==> src/logic/div_settings.svh <==
`ifndef DIV_SETTINGS_SVH
`define DIV_SETTINGS_SVH

// Operand and result width.
`define DIV_WIDTH 32

// Operand queue entries, also the issuing side's starting credits.
`define DIV_QUEUE_DEPTH 2

// Responses the consumer can absorb before returning credits.
`define DIV_OUT_CREDITS 2

`endif

==> src/logic/div_pkg.sv <==
`include "div_settings.svh"

package div_pkg;

    typedef enum logic [0:0] {
        DIV_OP_DIVU = 1'b0,
        DIV_OP_DIV  = 1'b1
    } div_op_e;

    typedef enum logic [1:0] {
        CORE_IDLE = 2'd0,
        CORE_ZERO = 2'd1,
        CORE_RUN  = 2'd2,
        CORE_DONE = 2'd3
    } div_state_e;

    // Request as issued by the execute stage.
    typedef struct packed {
        div_op_e               op;
        logic [`DIV_WIDTH-1:0] dividend;
        logic [`DIV_WIDTH-1:0] divisor;
        logic [7:0]            tag;
    } div_req_t;

    // Magnitudes and sign decisions handed to the iterative core.
    typedef struct packed {
        logic [`DIV_WIDTH-1:0] dividend_mag;
        logic [`DIV_WIDTH-1:0] divisor_mag;
        logic                  neg_quot;
        logic                  neg_rem;
        logic                  zero;
        logic [7:0]            tag;
    } div_work_t;

    // Unsigned core result, signs still to be applied.
    typedef struct packed {
        logic [`DIV_WIDTH-1:0] quot;
        logic [`DIV_WIDTH-1:0] rem;
        logic                  neg_quot;
        logic                  neg_rem;
        logic                  zero;
        logic [7:0]            tag;
    } div_core_t;

    // Response: remainder in hi, quotient in lo.
    typedef struct packed {
        logic [`DIV_WIDTH-1:0] hi;
        logic [`DIV_WIDTH-1:0] lo;
        logic                  div_by_zero;
        logic [7:0]            tag;
    } div_rsp_t;

endpackage

==> src/logic/div_iter_core.sv <==
`include "div_settings.svh"

module div_iter_core (
    input  logic               clk,
    input  logic               rst_i,
    input  logic               flush_i,
    input  logic               work_valid_i,
    input  div_pkg::div_work_t work_i,
    input  logic               fix_free_i,
    output logic               core_free_o,
    output logic               done_valid_o,
    output div_pkg::div_core_t done_o
);

    localparam int W = `DIV_WIDTH;

    div_pkg::div_state_e state;
    logic [2*W:0]        rq;
    logic [5:0]          cnt;
    logic [W-1:0]        divisor;
    logic                neg_quot;
    logic                neg_rem;
    logic                zero;
    logic [7:0]          tag;
    logic [W+1:0]        trial;
    logic                last_step;

    // Partial remainder with the next dividend bit, minus divisor; the top bit flags a borrow.
    assign trial     = {1'b0, rq[2*W:W]} - {2'b00, divisor};
    assign last_step = (cnt == 6'(W - 1));

    always_ff @(posedge clk) begin
        if (rst_i || flush_i) begin
            state <= div_pkg::CORE_IDLE;
            cnt   <= '0;
        end else begin
            case (state)
                div_pkg::CORE_IDLE: begin
                    if (work_valid_i) begin
                        cnt   <= '0;
                        state <= work_i.zero ? div_pkg::CORE_ZERO : div_pkg::CORE_RUN;
                    end
                end
                div_pkg::CORE_ZERO: begin
                    state <= div_pkg::CORE_DONE;
                end
                div_pkg::CORE_RUN: begin
                    cnt <= cnt + 1'b1;
                    if (last_step) begin
                        state <= div_pkg::CORE_DONE;
                    end
                end
                div_pkg::CORE_DONE: begin
                    if (fix_free_i) begin
                        state <= div_pkg::CORE_IDLE;
                    end
                end
                default: begin
                    state <= div_pkg::CORE_IDLE;
                end
            endcase
        end
    end

    // Datapath registers follow the state but carry no reset.
    always_ff @(posedge clk) begin
        case (state)
            div_pkg::CORE_IDLE: begin
                if (work_valid_i) begin
                    rq       <= {{W{1'b0}}, work_i.dividend_mag, 1'b0};
                    divisor  <= work_i.divisor_mag;
                    neg_quot <= work_i.neg_quot;
                    neg_rem  <= work_i.neg_rem;
                    zero     <= work_i.zero;
                    tag      <= work_i.tag;
                end
            end
            div_pkg::CORE_ZERO: begin
                rq <= '0;
            end
            div_pkg::CORE_RUN: begin
                if (trial[W+1]) begin
                    rq <= {rq[2*W-1:0], 1'b0};
                end else begin
                    rq <= {trial[W-1:0], rq[W-1:0], 1'b1};
                end
            end
            default: begin
                rq <= rq;
            end
        endcase
    end

    assign core_free_o  = (state == div_pkg::CORE_IDLE);
    assign done_valid_o = (state == div_pkg::CORE_DONE);

    // Remainder sits above the spare bit, quotient in the low word.
    always_comb begin
        done_o.quot     = rq[W-1:0];
        done_o.rem      = rq[2*W:W+1];
        done_o.neg_quot = neg_quot;
        done_o.neg_rem  = neg_rem;
        done_o.zero     = zero;
        done_o.tag      = tag;
    end

endmodule

==> src/logic/div_operand_queue.sv <==
`include "div_settings.svh"

module div_operand_queue (
    input  logic               clk,
    input  logic               rst_i,
    input  logic               flush_i,
    input  logic               req_valid_i,
    input  div_pkg::div_req_t  req_i,
    input  logic               core_free_i,
    output logic               req_credit_o,
    output logic               work_valid_o,
    output div_pkg::div_work_t work_o
);

    localparam int DEPTH = `DIV_QUEUE_DEPTH;
    localparam int PTR_W = (DEPTH > 1) ? $clog2(DEPTH) : 1;
    localparam int CNT_W = $clog2(DEPTH + 1);

    div_pkg::div_req_t mem [DEPTH];
    div_pkg::div_req_t head;
    logic [PTR_W-1:0]  wr_ptr;
    logic [PTR_W-1:0]  rd_ptr;
    logic [CNT_W-1:0]  count;
    logic              push;
    logic              pop;
    logic              dividend_neg;
    logic              divisor_neg;

    // The issuer only sends while it holds a credit, so a push always has room.
    assign push = req_valid_i && !flush_i;
    assign pop  = work_valid_o && core_free_i && !flush_i;

    assign work_valid_o = (count != '0);
    assign req_credit_o = pop;

    always_ff @(posedge clk) begin
        if (push) begin
            mem[wr_ptr] <= req_i;
        end
    end

    always_ff @(posedge clk) begin
        if (rst_i || flush_i) begin
            wr_ptr <= '0;
            rd_ptr <= '0;
            count  <= '0;
        end else begin
            if (push) begin
                wr_ptr <= (wr_ptr == PTR_W'(DEPTH - 1)) ? '0 : wr_ptr + 1'b1;
            end
            if (pop) begin
                rd_ptr <= (rd_ptr == PTR_W'(DEPTH - 1)) ? '0 : rd_ptr + 1'b1;
            end
            case ({push, pop})
                2'b10:   count <= count + 1'b1;
                2'b01:   count <= count - 1'b1;
                default: count <= count;
            endcase
        end
    end

    // Head entry converted to magnitudes.
    assign head         = mem[rd_ptr];
    assign dividend_neg = (head.op == div_pkg::DIV_OP_DIV) && head.dividend[`DIV_WIDTH-1];
    assign divisor_neg  = (head.op == div_pkg::DIV_OP_DIV) && head.divisor[`DIV_WIDTH-1];

    always_comb begin
        work_o.dividend_mag = dividend_neg ? (~head.dividend + 1'b1) : head.dividend;
        work_o.divisor_mag  = divisor_neg ? (~head.divisor + 1'b1) : head.divisor;
        work_o.neg_quot     = dividend_neg ^ divisor_neg;
        work_o.neg_rem      = dividend_neg;
        work_o.zero         = (head.divisor == '0);
        work_o.tag          = head.tag;
    end

endmodule

==> src/logic/div_sign_fix.sv <==
`include "div_settings.svh"

module div_sign_fix (
    input  logic               clk,
    input  logic               rst_i,
    input  logic               flush_i,
    input  logic               done_valid_i,
    input  div_pkg::div_core_t done_i,
    input  logic               rsp_credit_i,
    output logic               fix_free_o,
    output logic               rsp_valid_o,
    output div_pkg::div_rsp_t  rsp_o
);

    localparam int CREDITS = `DIV_OUT_CREDITS;
    localparam int CRD_W   = $clog2(CREDITS + 1);

    logic              full;
    logic [CRD_W-1:0]  credits;
    logic              load;
    logic              send;
    div_pkg::div_rsp_t fixed;

    assign fix_free_o  = !full;
    assign load        = done_valid_i && !full && !flush_i;
    assign send        = full && (credits != '0) && !flush_i;
    assign rsp_valid_o = send;

    always_comb begin
        fixed.tag = done_i.tag;
        if (done_i.zero) begin
            fixed.hi          = '0;
            fixed.lo          = '0;
            fixed.div_by_zero = 1'b1;
        end else begin
            fixed.hi          = done_i.neg_rem ? (~done_i.rem + 1'b1) : done_i.rem;
            fixed.lo          = done_i.neg_quot ? (~done_i.quot + 1'b1) : done_i.quot;
            fixed.div_by_zero = 1'b0;
        end
    end

    always_ff @(posedge clk) begin
        if (load) begin
            rsp_o <= fixed;
        end
    end

    always_ff @(posedge clk) begin
        if (rst_i || flush_i) begin
            full <= 1'b0;
        end else if (load) begin
            full <= 1'b1;
        end else if (send) begin
            full <= 1'b0;
        end
    end

    // Output credits survive a flush.
    always_ff @(posedge clk) begin
        if (rst_i) begin
            credits <= CRD_W'(CREDITS);
        end else begin
            case ({send, rsp_credit_i})
                2'b10:   credits <= credits - 1'b1;
                2'b01:   credits <= credits + 1'b1;
                default: credits <= credits;
            endcase
        end
    end

endmodule

==> src/logic/div_unit.sv <==
module div_unit (
    input  logic              clk,
    input  logic              rst_i,
    input  logic              flush_i,
    input  logic              req_valid_i,
    input  div_pkg::div_req_t req_i,
    input  logic              rsp_credit_i,
    output logic              req_credit_o,
    output logic              rsp_valid_o,
    output div_pkg::div_rsp_t rsp_o
);

    logic               work_valid;
    div_pkg::div_work_t work;
    logic               core_free;
    logic               done_valid;
    div_pkg::div_core_t done;
    logic               fix_free;

    // Magnitudes, zero check and input credits.
    div_operand_queue u_operand_queue (
        .clk          (clk),
        .rst_i        (rst_i),
        .flush_i      (flush_i),
        .req_valid_i  (req_valid_i),
        .req_i        (req_i),
        .core_free_i  (core_free),
        .req_credit_o (req_credit_o),
        .work_valid_o (work_valid),
        .work_o       (work)
    );

    // One quotient bit per cycle.
    div_iter_core u_iter_core (
        .clk          (clk),
        .rst_i        (rst_i),
        .flush_i      (flush_i),
        .work_valid_i (work_valid),
        .work_i       (work),
        .fix_free_i   (fix_free),
        .core_free_o  (core_free),
        .done_valid_o (done_valid),
        .done_o       (done)
    );

    // Signs, response register and output credits.
    div_sign_fix u_sign_fix (
        .clk          (clk),
        .rst_i        (rst_i),
        .flush_i      (flush_i),
        .done_valid_i (done_valid),
        .done_i       (done),
        .rsp_credit_i (rsp_credit_i),
        .fix_free_o   (fix_free),
        .rsp_valid_o  (rsp_valid_o),
        .rsp_o        (rsp_o)
    );

endmodule

==> config.mk <==
export PLATFORM = sky130hd
export DESIGN_NAME = div_unit
export DESIGN_NICKNAME = d
export VERILOG_FILES = /design/src/logic/div_pkg.sv /design/src/logic/div_iter_core.sv /design/src/logic/div_operand_queue.sv /design/src/logic/div_sign_fix.sv /design/src/logic/div_unit.sv
export VERILOG_INCLUDE_DIRS = /design/src /design/src/logic
export SDC_FILE = /design/constraint.sdc
export NUM_CORES = 1
export LEC_CHECK = 0
export ABC_AREA = 1
export ABC_CLOCK_PERIOD_IN_PS = 7200
export BUFFER_PORTS_ARGS = -buffer_cell sky130_fd_sc_hd__buf_2
export CAP_MARGIN = 20
export CORE_MARGIN = 1.5
export CORE_UTILIZATION = 30
export DETAILED_ROUTE_END_ITERATION = 12
export PLACE_DENSITY = 0.48
export SLEW_MARGIN = 10
export SYNTH_ARGS = -nofsm -noshare
export SYNTH_HDL_FRONTEND = slang
export SYNTH_SLANG_ARGS = --single-unit
==> constraint.sdc <==
create_clock -name clk -period 7.2 [get_ports clk]
set_input_delay 0.36 -clock clk [delete_from_list [all_inputs] [get_ports clk]]
set_output_delay 0.36 -clock clk [all_outputs]
set_load 0.01 [all_outputs]
==> results.md <==
* Run status: finished, final reports clean
* Synth async-reset ratio at 0
* Die area at 66280 sq um
* Nets at roughly 2700
* Worst-margin pin slew at 1.044 ns
* EDFF count, synth at between 300 and 400
* Yosys top cell area share at 0.5055
* Placer Congestion at about 0.87
* DRC at 0
* CP Launch Type: register
* IO Count at ~150
* Max-cap violations at 0
* Worst r2r dst: u_iter_core.rq[29]
* CTS max path bufs at 3
* First-pass GRT wire length at between 80000 and 90000 um
* Vias in the first global route at between 10000 and 15000
* DRT antenna net count at 0
* Internal at ~3.6 mW
* Avg Cell Area, Syn at 8.283 sq um
* Flop pwr share at 0.477
* Worst Hold Class: in2reg
* Worst EP required at 7.51 ns
* Max IR drop VDD at 0.1307 mV
* Via density at ~4.5
* Clk network pwr share at 0.415
* Hold path start: req_valid_i
* Cell family with most CP delay: simple AND/OR/NAND/NOR gates
* Worst min-delay path endpoint: u_operand_queue.wr_ptr
* Top cells by area, synth: edfxtp_1, nand2_1, inv_1, nor2_1, nand3_1
* Setup CP Type: reg2reg
* Largest area contributor in the netlist: edfxtp_1
* Setup violators final at 0
* CP Data Arrival Time at 3.62 ns
* Setup TNS at 0 ns
* Crit path top cell by count: nand2_1
* Row count at between 90 and 100
* Avg WL per Cell at approximately 16 um
* Proportion of layout cells with a drive suffix above 1 at 0.1139
* Slowest CP cell: inv_2
* Post-Synthesis Cells at 2345
* Total Wirelength at ~54000 um
* Layout Skew at 0.008616 ns
* Drt first pass iters at 5
* CTS tree: done
* Buffers plus inverters on the worst setup path at 4
* Sink Count at about 340
* Reg2Reg Setup Slack at 3.90 ns
* Switching Power at roughly 1.2 mW
* GRT Util Overall at 0.1612
* Combinational Power Share at 0.108
* Initial Util at 0.3024
* Rel. slew slack at 0.3031
* Clk slew on worst S/H paths at roughly 0.060 ns
* Reg2Reg Depth at 12
* Tot Pwr at 4.812 mW
* H-tree levels at 2
* CP Cell Sequence: inv_2 > nand2_1 > nand2_1 > inv_2 > nor2_4 > inv_2 > nor2_1 > inv_1 > nand4_1 > nand2_1 > nand3_1 > nand2_1
* Library cells used by synthesis at 45
* Syn Std Cell Area at a little under 20000 sq um
* 1st-iter DRT viols at around 960
* Antenna violations before repair at 1
* Seq/Total Area, Yosys at 0.5220
* Seq cells post-synth at 343
* Crit path largest cell delay at just over 0.7 ns
* CORE AREA at ~64000 sq um
* Largest net degree at the start of global routing at between 70 and 80
* Syn. warnings at 0
* Hpwl dp at ~41000 um
* Clk_lat worst skew at 0.57 ns
* Crit Path Max Fanout at 62
* Post-synth top cells: nand2_1, inv_1, edfxtp_1
* Power Density at 208.6 nW/um^2
* Final Critical Period at 3.303 ns
* Number of I/O port buffers at 152
* Die height at ~260 um
* Via count at approximately 16000
* Leak at 9.685 nW
* Sw frac at 0.2513
* Crit. End Element: register
* Final Max Slew Viols at 0
* Die width at approximately 260 um
* Synth Flop Type: edfxtp_1
* Fmax at 302.7 MHz
* Hold Vio Cnt, Final at 0
* Post-Syn Nets at roughly 2500
* WHS Path Cells at 3
* Fin crit share at 0.4588
* RSZ-0062 raised after global routing: false
* Most numerous cell in the Yosys netlist: nand2_1
* Num CTS Buffers at between 40 and 50
* Root Buffer: clkbuf_16
* GRT overflow at 0
* Area Growth Syn to Fin at 18.76%
-- worst register-to-register path: cells and delay by family, from the launching register on --
kind                   cells  cell delay, ns
buffers and inverters      4            1.13
flip-flops                 1            0.52
AND/OR/NAND/NOR            8            1.40
-- flip-flops by register name, indices dropped and copies added, names as in the netlist, named ones only --
signal                  cells
u_operand_queue.mem       146
u_iter_core.cnt             6
u_iter_core.zero            1
u_operand_queue.wr_ptr      1
u_iter_core.rq             65
u_operand_queue.rd_ptr      1
u_sign_fix.credits          2
u_operand_queue.count       2
u_iter_core.neg_quot        1
u_iter_core.tag             8
u_sign_fix.rsp_o           73
u_iter_core.neg_rem         1
u_iter_core.state           2
u_iter_core.divisor        32
u_sign_fix.full             1
-- layout by cell type (no fill, tap or decap), types with 45 or more instances in the layout --
cell type and n:
buf_2 152, inv_1 328, dlygate4sd3_1 74, nor2_1 274, nand2_1 694, a21oi_1 104
edfxtp_1 327, nor3_1 50, o21ai_0 66, xor2_1 45, nand3_1 144
-- cell type report --
| class | instances | area (sq um) |
|---|---|---|
| diodes | 1 | 2.502 |
| clock buffers | 55 | 1079 |
| clock inverters | 21 | 202.7 |
| fillers | 6766 | 41160 |
| inverters | 338 | 1269 |
| multi-input cells | 1604 | 7691 |
| flip-flops and latches | 343 | 10140 |
| well taps | 855 | 1070 |
| repair buffers | 238 | 1612 |
-- routing by layer --
metal / vias up / share of wire / routed length (um) / global-route usage
met3: 58 / 0.043 / 2308 / 0.02453
li1: 8099 / - / - / -
met5: - / 0 / 0 / 0
met2: 299 / 0.42 / 22900 / 0.2400
met4: 0 / 0.019 / 1043 / 0.03866
met1: 7107 / 0.51 / 27780 / 0.2430
-- worst max path at each step --
stage	start	cells after the start	to
3_5_place_dp	register	12	u_iter_core.rq[29]
2_1_floorplan	u_iter_core.state[0]	6	u_iter_core.rq[0]
6_report	register	12	u_iter_core.rq[29]
5_1_grt	register	12	u_iter_core.rq[29]
3_3_place_gp	register	12	u_iter_core.rq[29]
4_1_cts	register	12	u_iter_core.rq[29]
-- power by group through the flow --
| stage | clock network (mW) | registers (mW) | logic [mW] |
|---|---|---|---|
| final | 2.00 | 2.29 | 0.518 |
| after global routing | 2.13 | 2.30 | 0.591 |
| after CTS | 2.07 | 2.29 | 0.522 |
| after detailed placement | 0 | 2.34 | 0.488 |
| after global placement | 0 | 2.33 | 0.484 |
| after floorplan | 0 | 2.32 | 0.345 |
-- logic make-up (layout without fill, tap and decap cells) --
kind of cell,count (synthesis),in the layout,share of synthesized area
AOI/OAI and AO/OA,258,258,0.07459
DFF,343,343,0.5220
xor gates and xnor gates,54,54,0.02435
buffers and inverters,398,652,0.08387
other,0,1,0
adders and majority gates,43,43,0.02809
and+or+nand+nor,1249,1249,0.2671
-- through the flow --
stage | util | setup WS, ns | cells | hold WS, ns | area, sq um
after global placement | 0.3272 | 3.886 | 3303 | 0.4015 | 21020
final | 0.3591 | 3.897 | 3455 | 0.05554 | 23070
after global routing | 0.3591 | 3.468 | 3455 | 0.06729 | 23070
after floorplan | - | 2.056 | 2345 | 0.4003 | 19420
after detailed placement | 0.3272 | 3.907 | 3303 | 0.4105 | 21020
after CTS | 0.3587 | 3.890 | 3453 | 0.01182 | 23040
-- what timing repair did --
| item | CTS | global route |
|---|---|---|
| endpoints found under the hold margin | 147 | 0 |
| setup buffers | 0 | 0 |
| resized for setup | 0 | 0 |
| hold buffers | 74 | 0 |
Note: power is estimated with default switching activity, not from simulation.
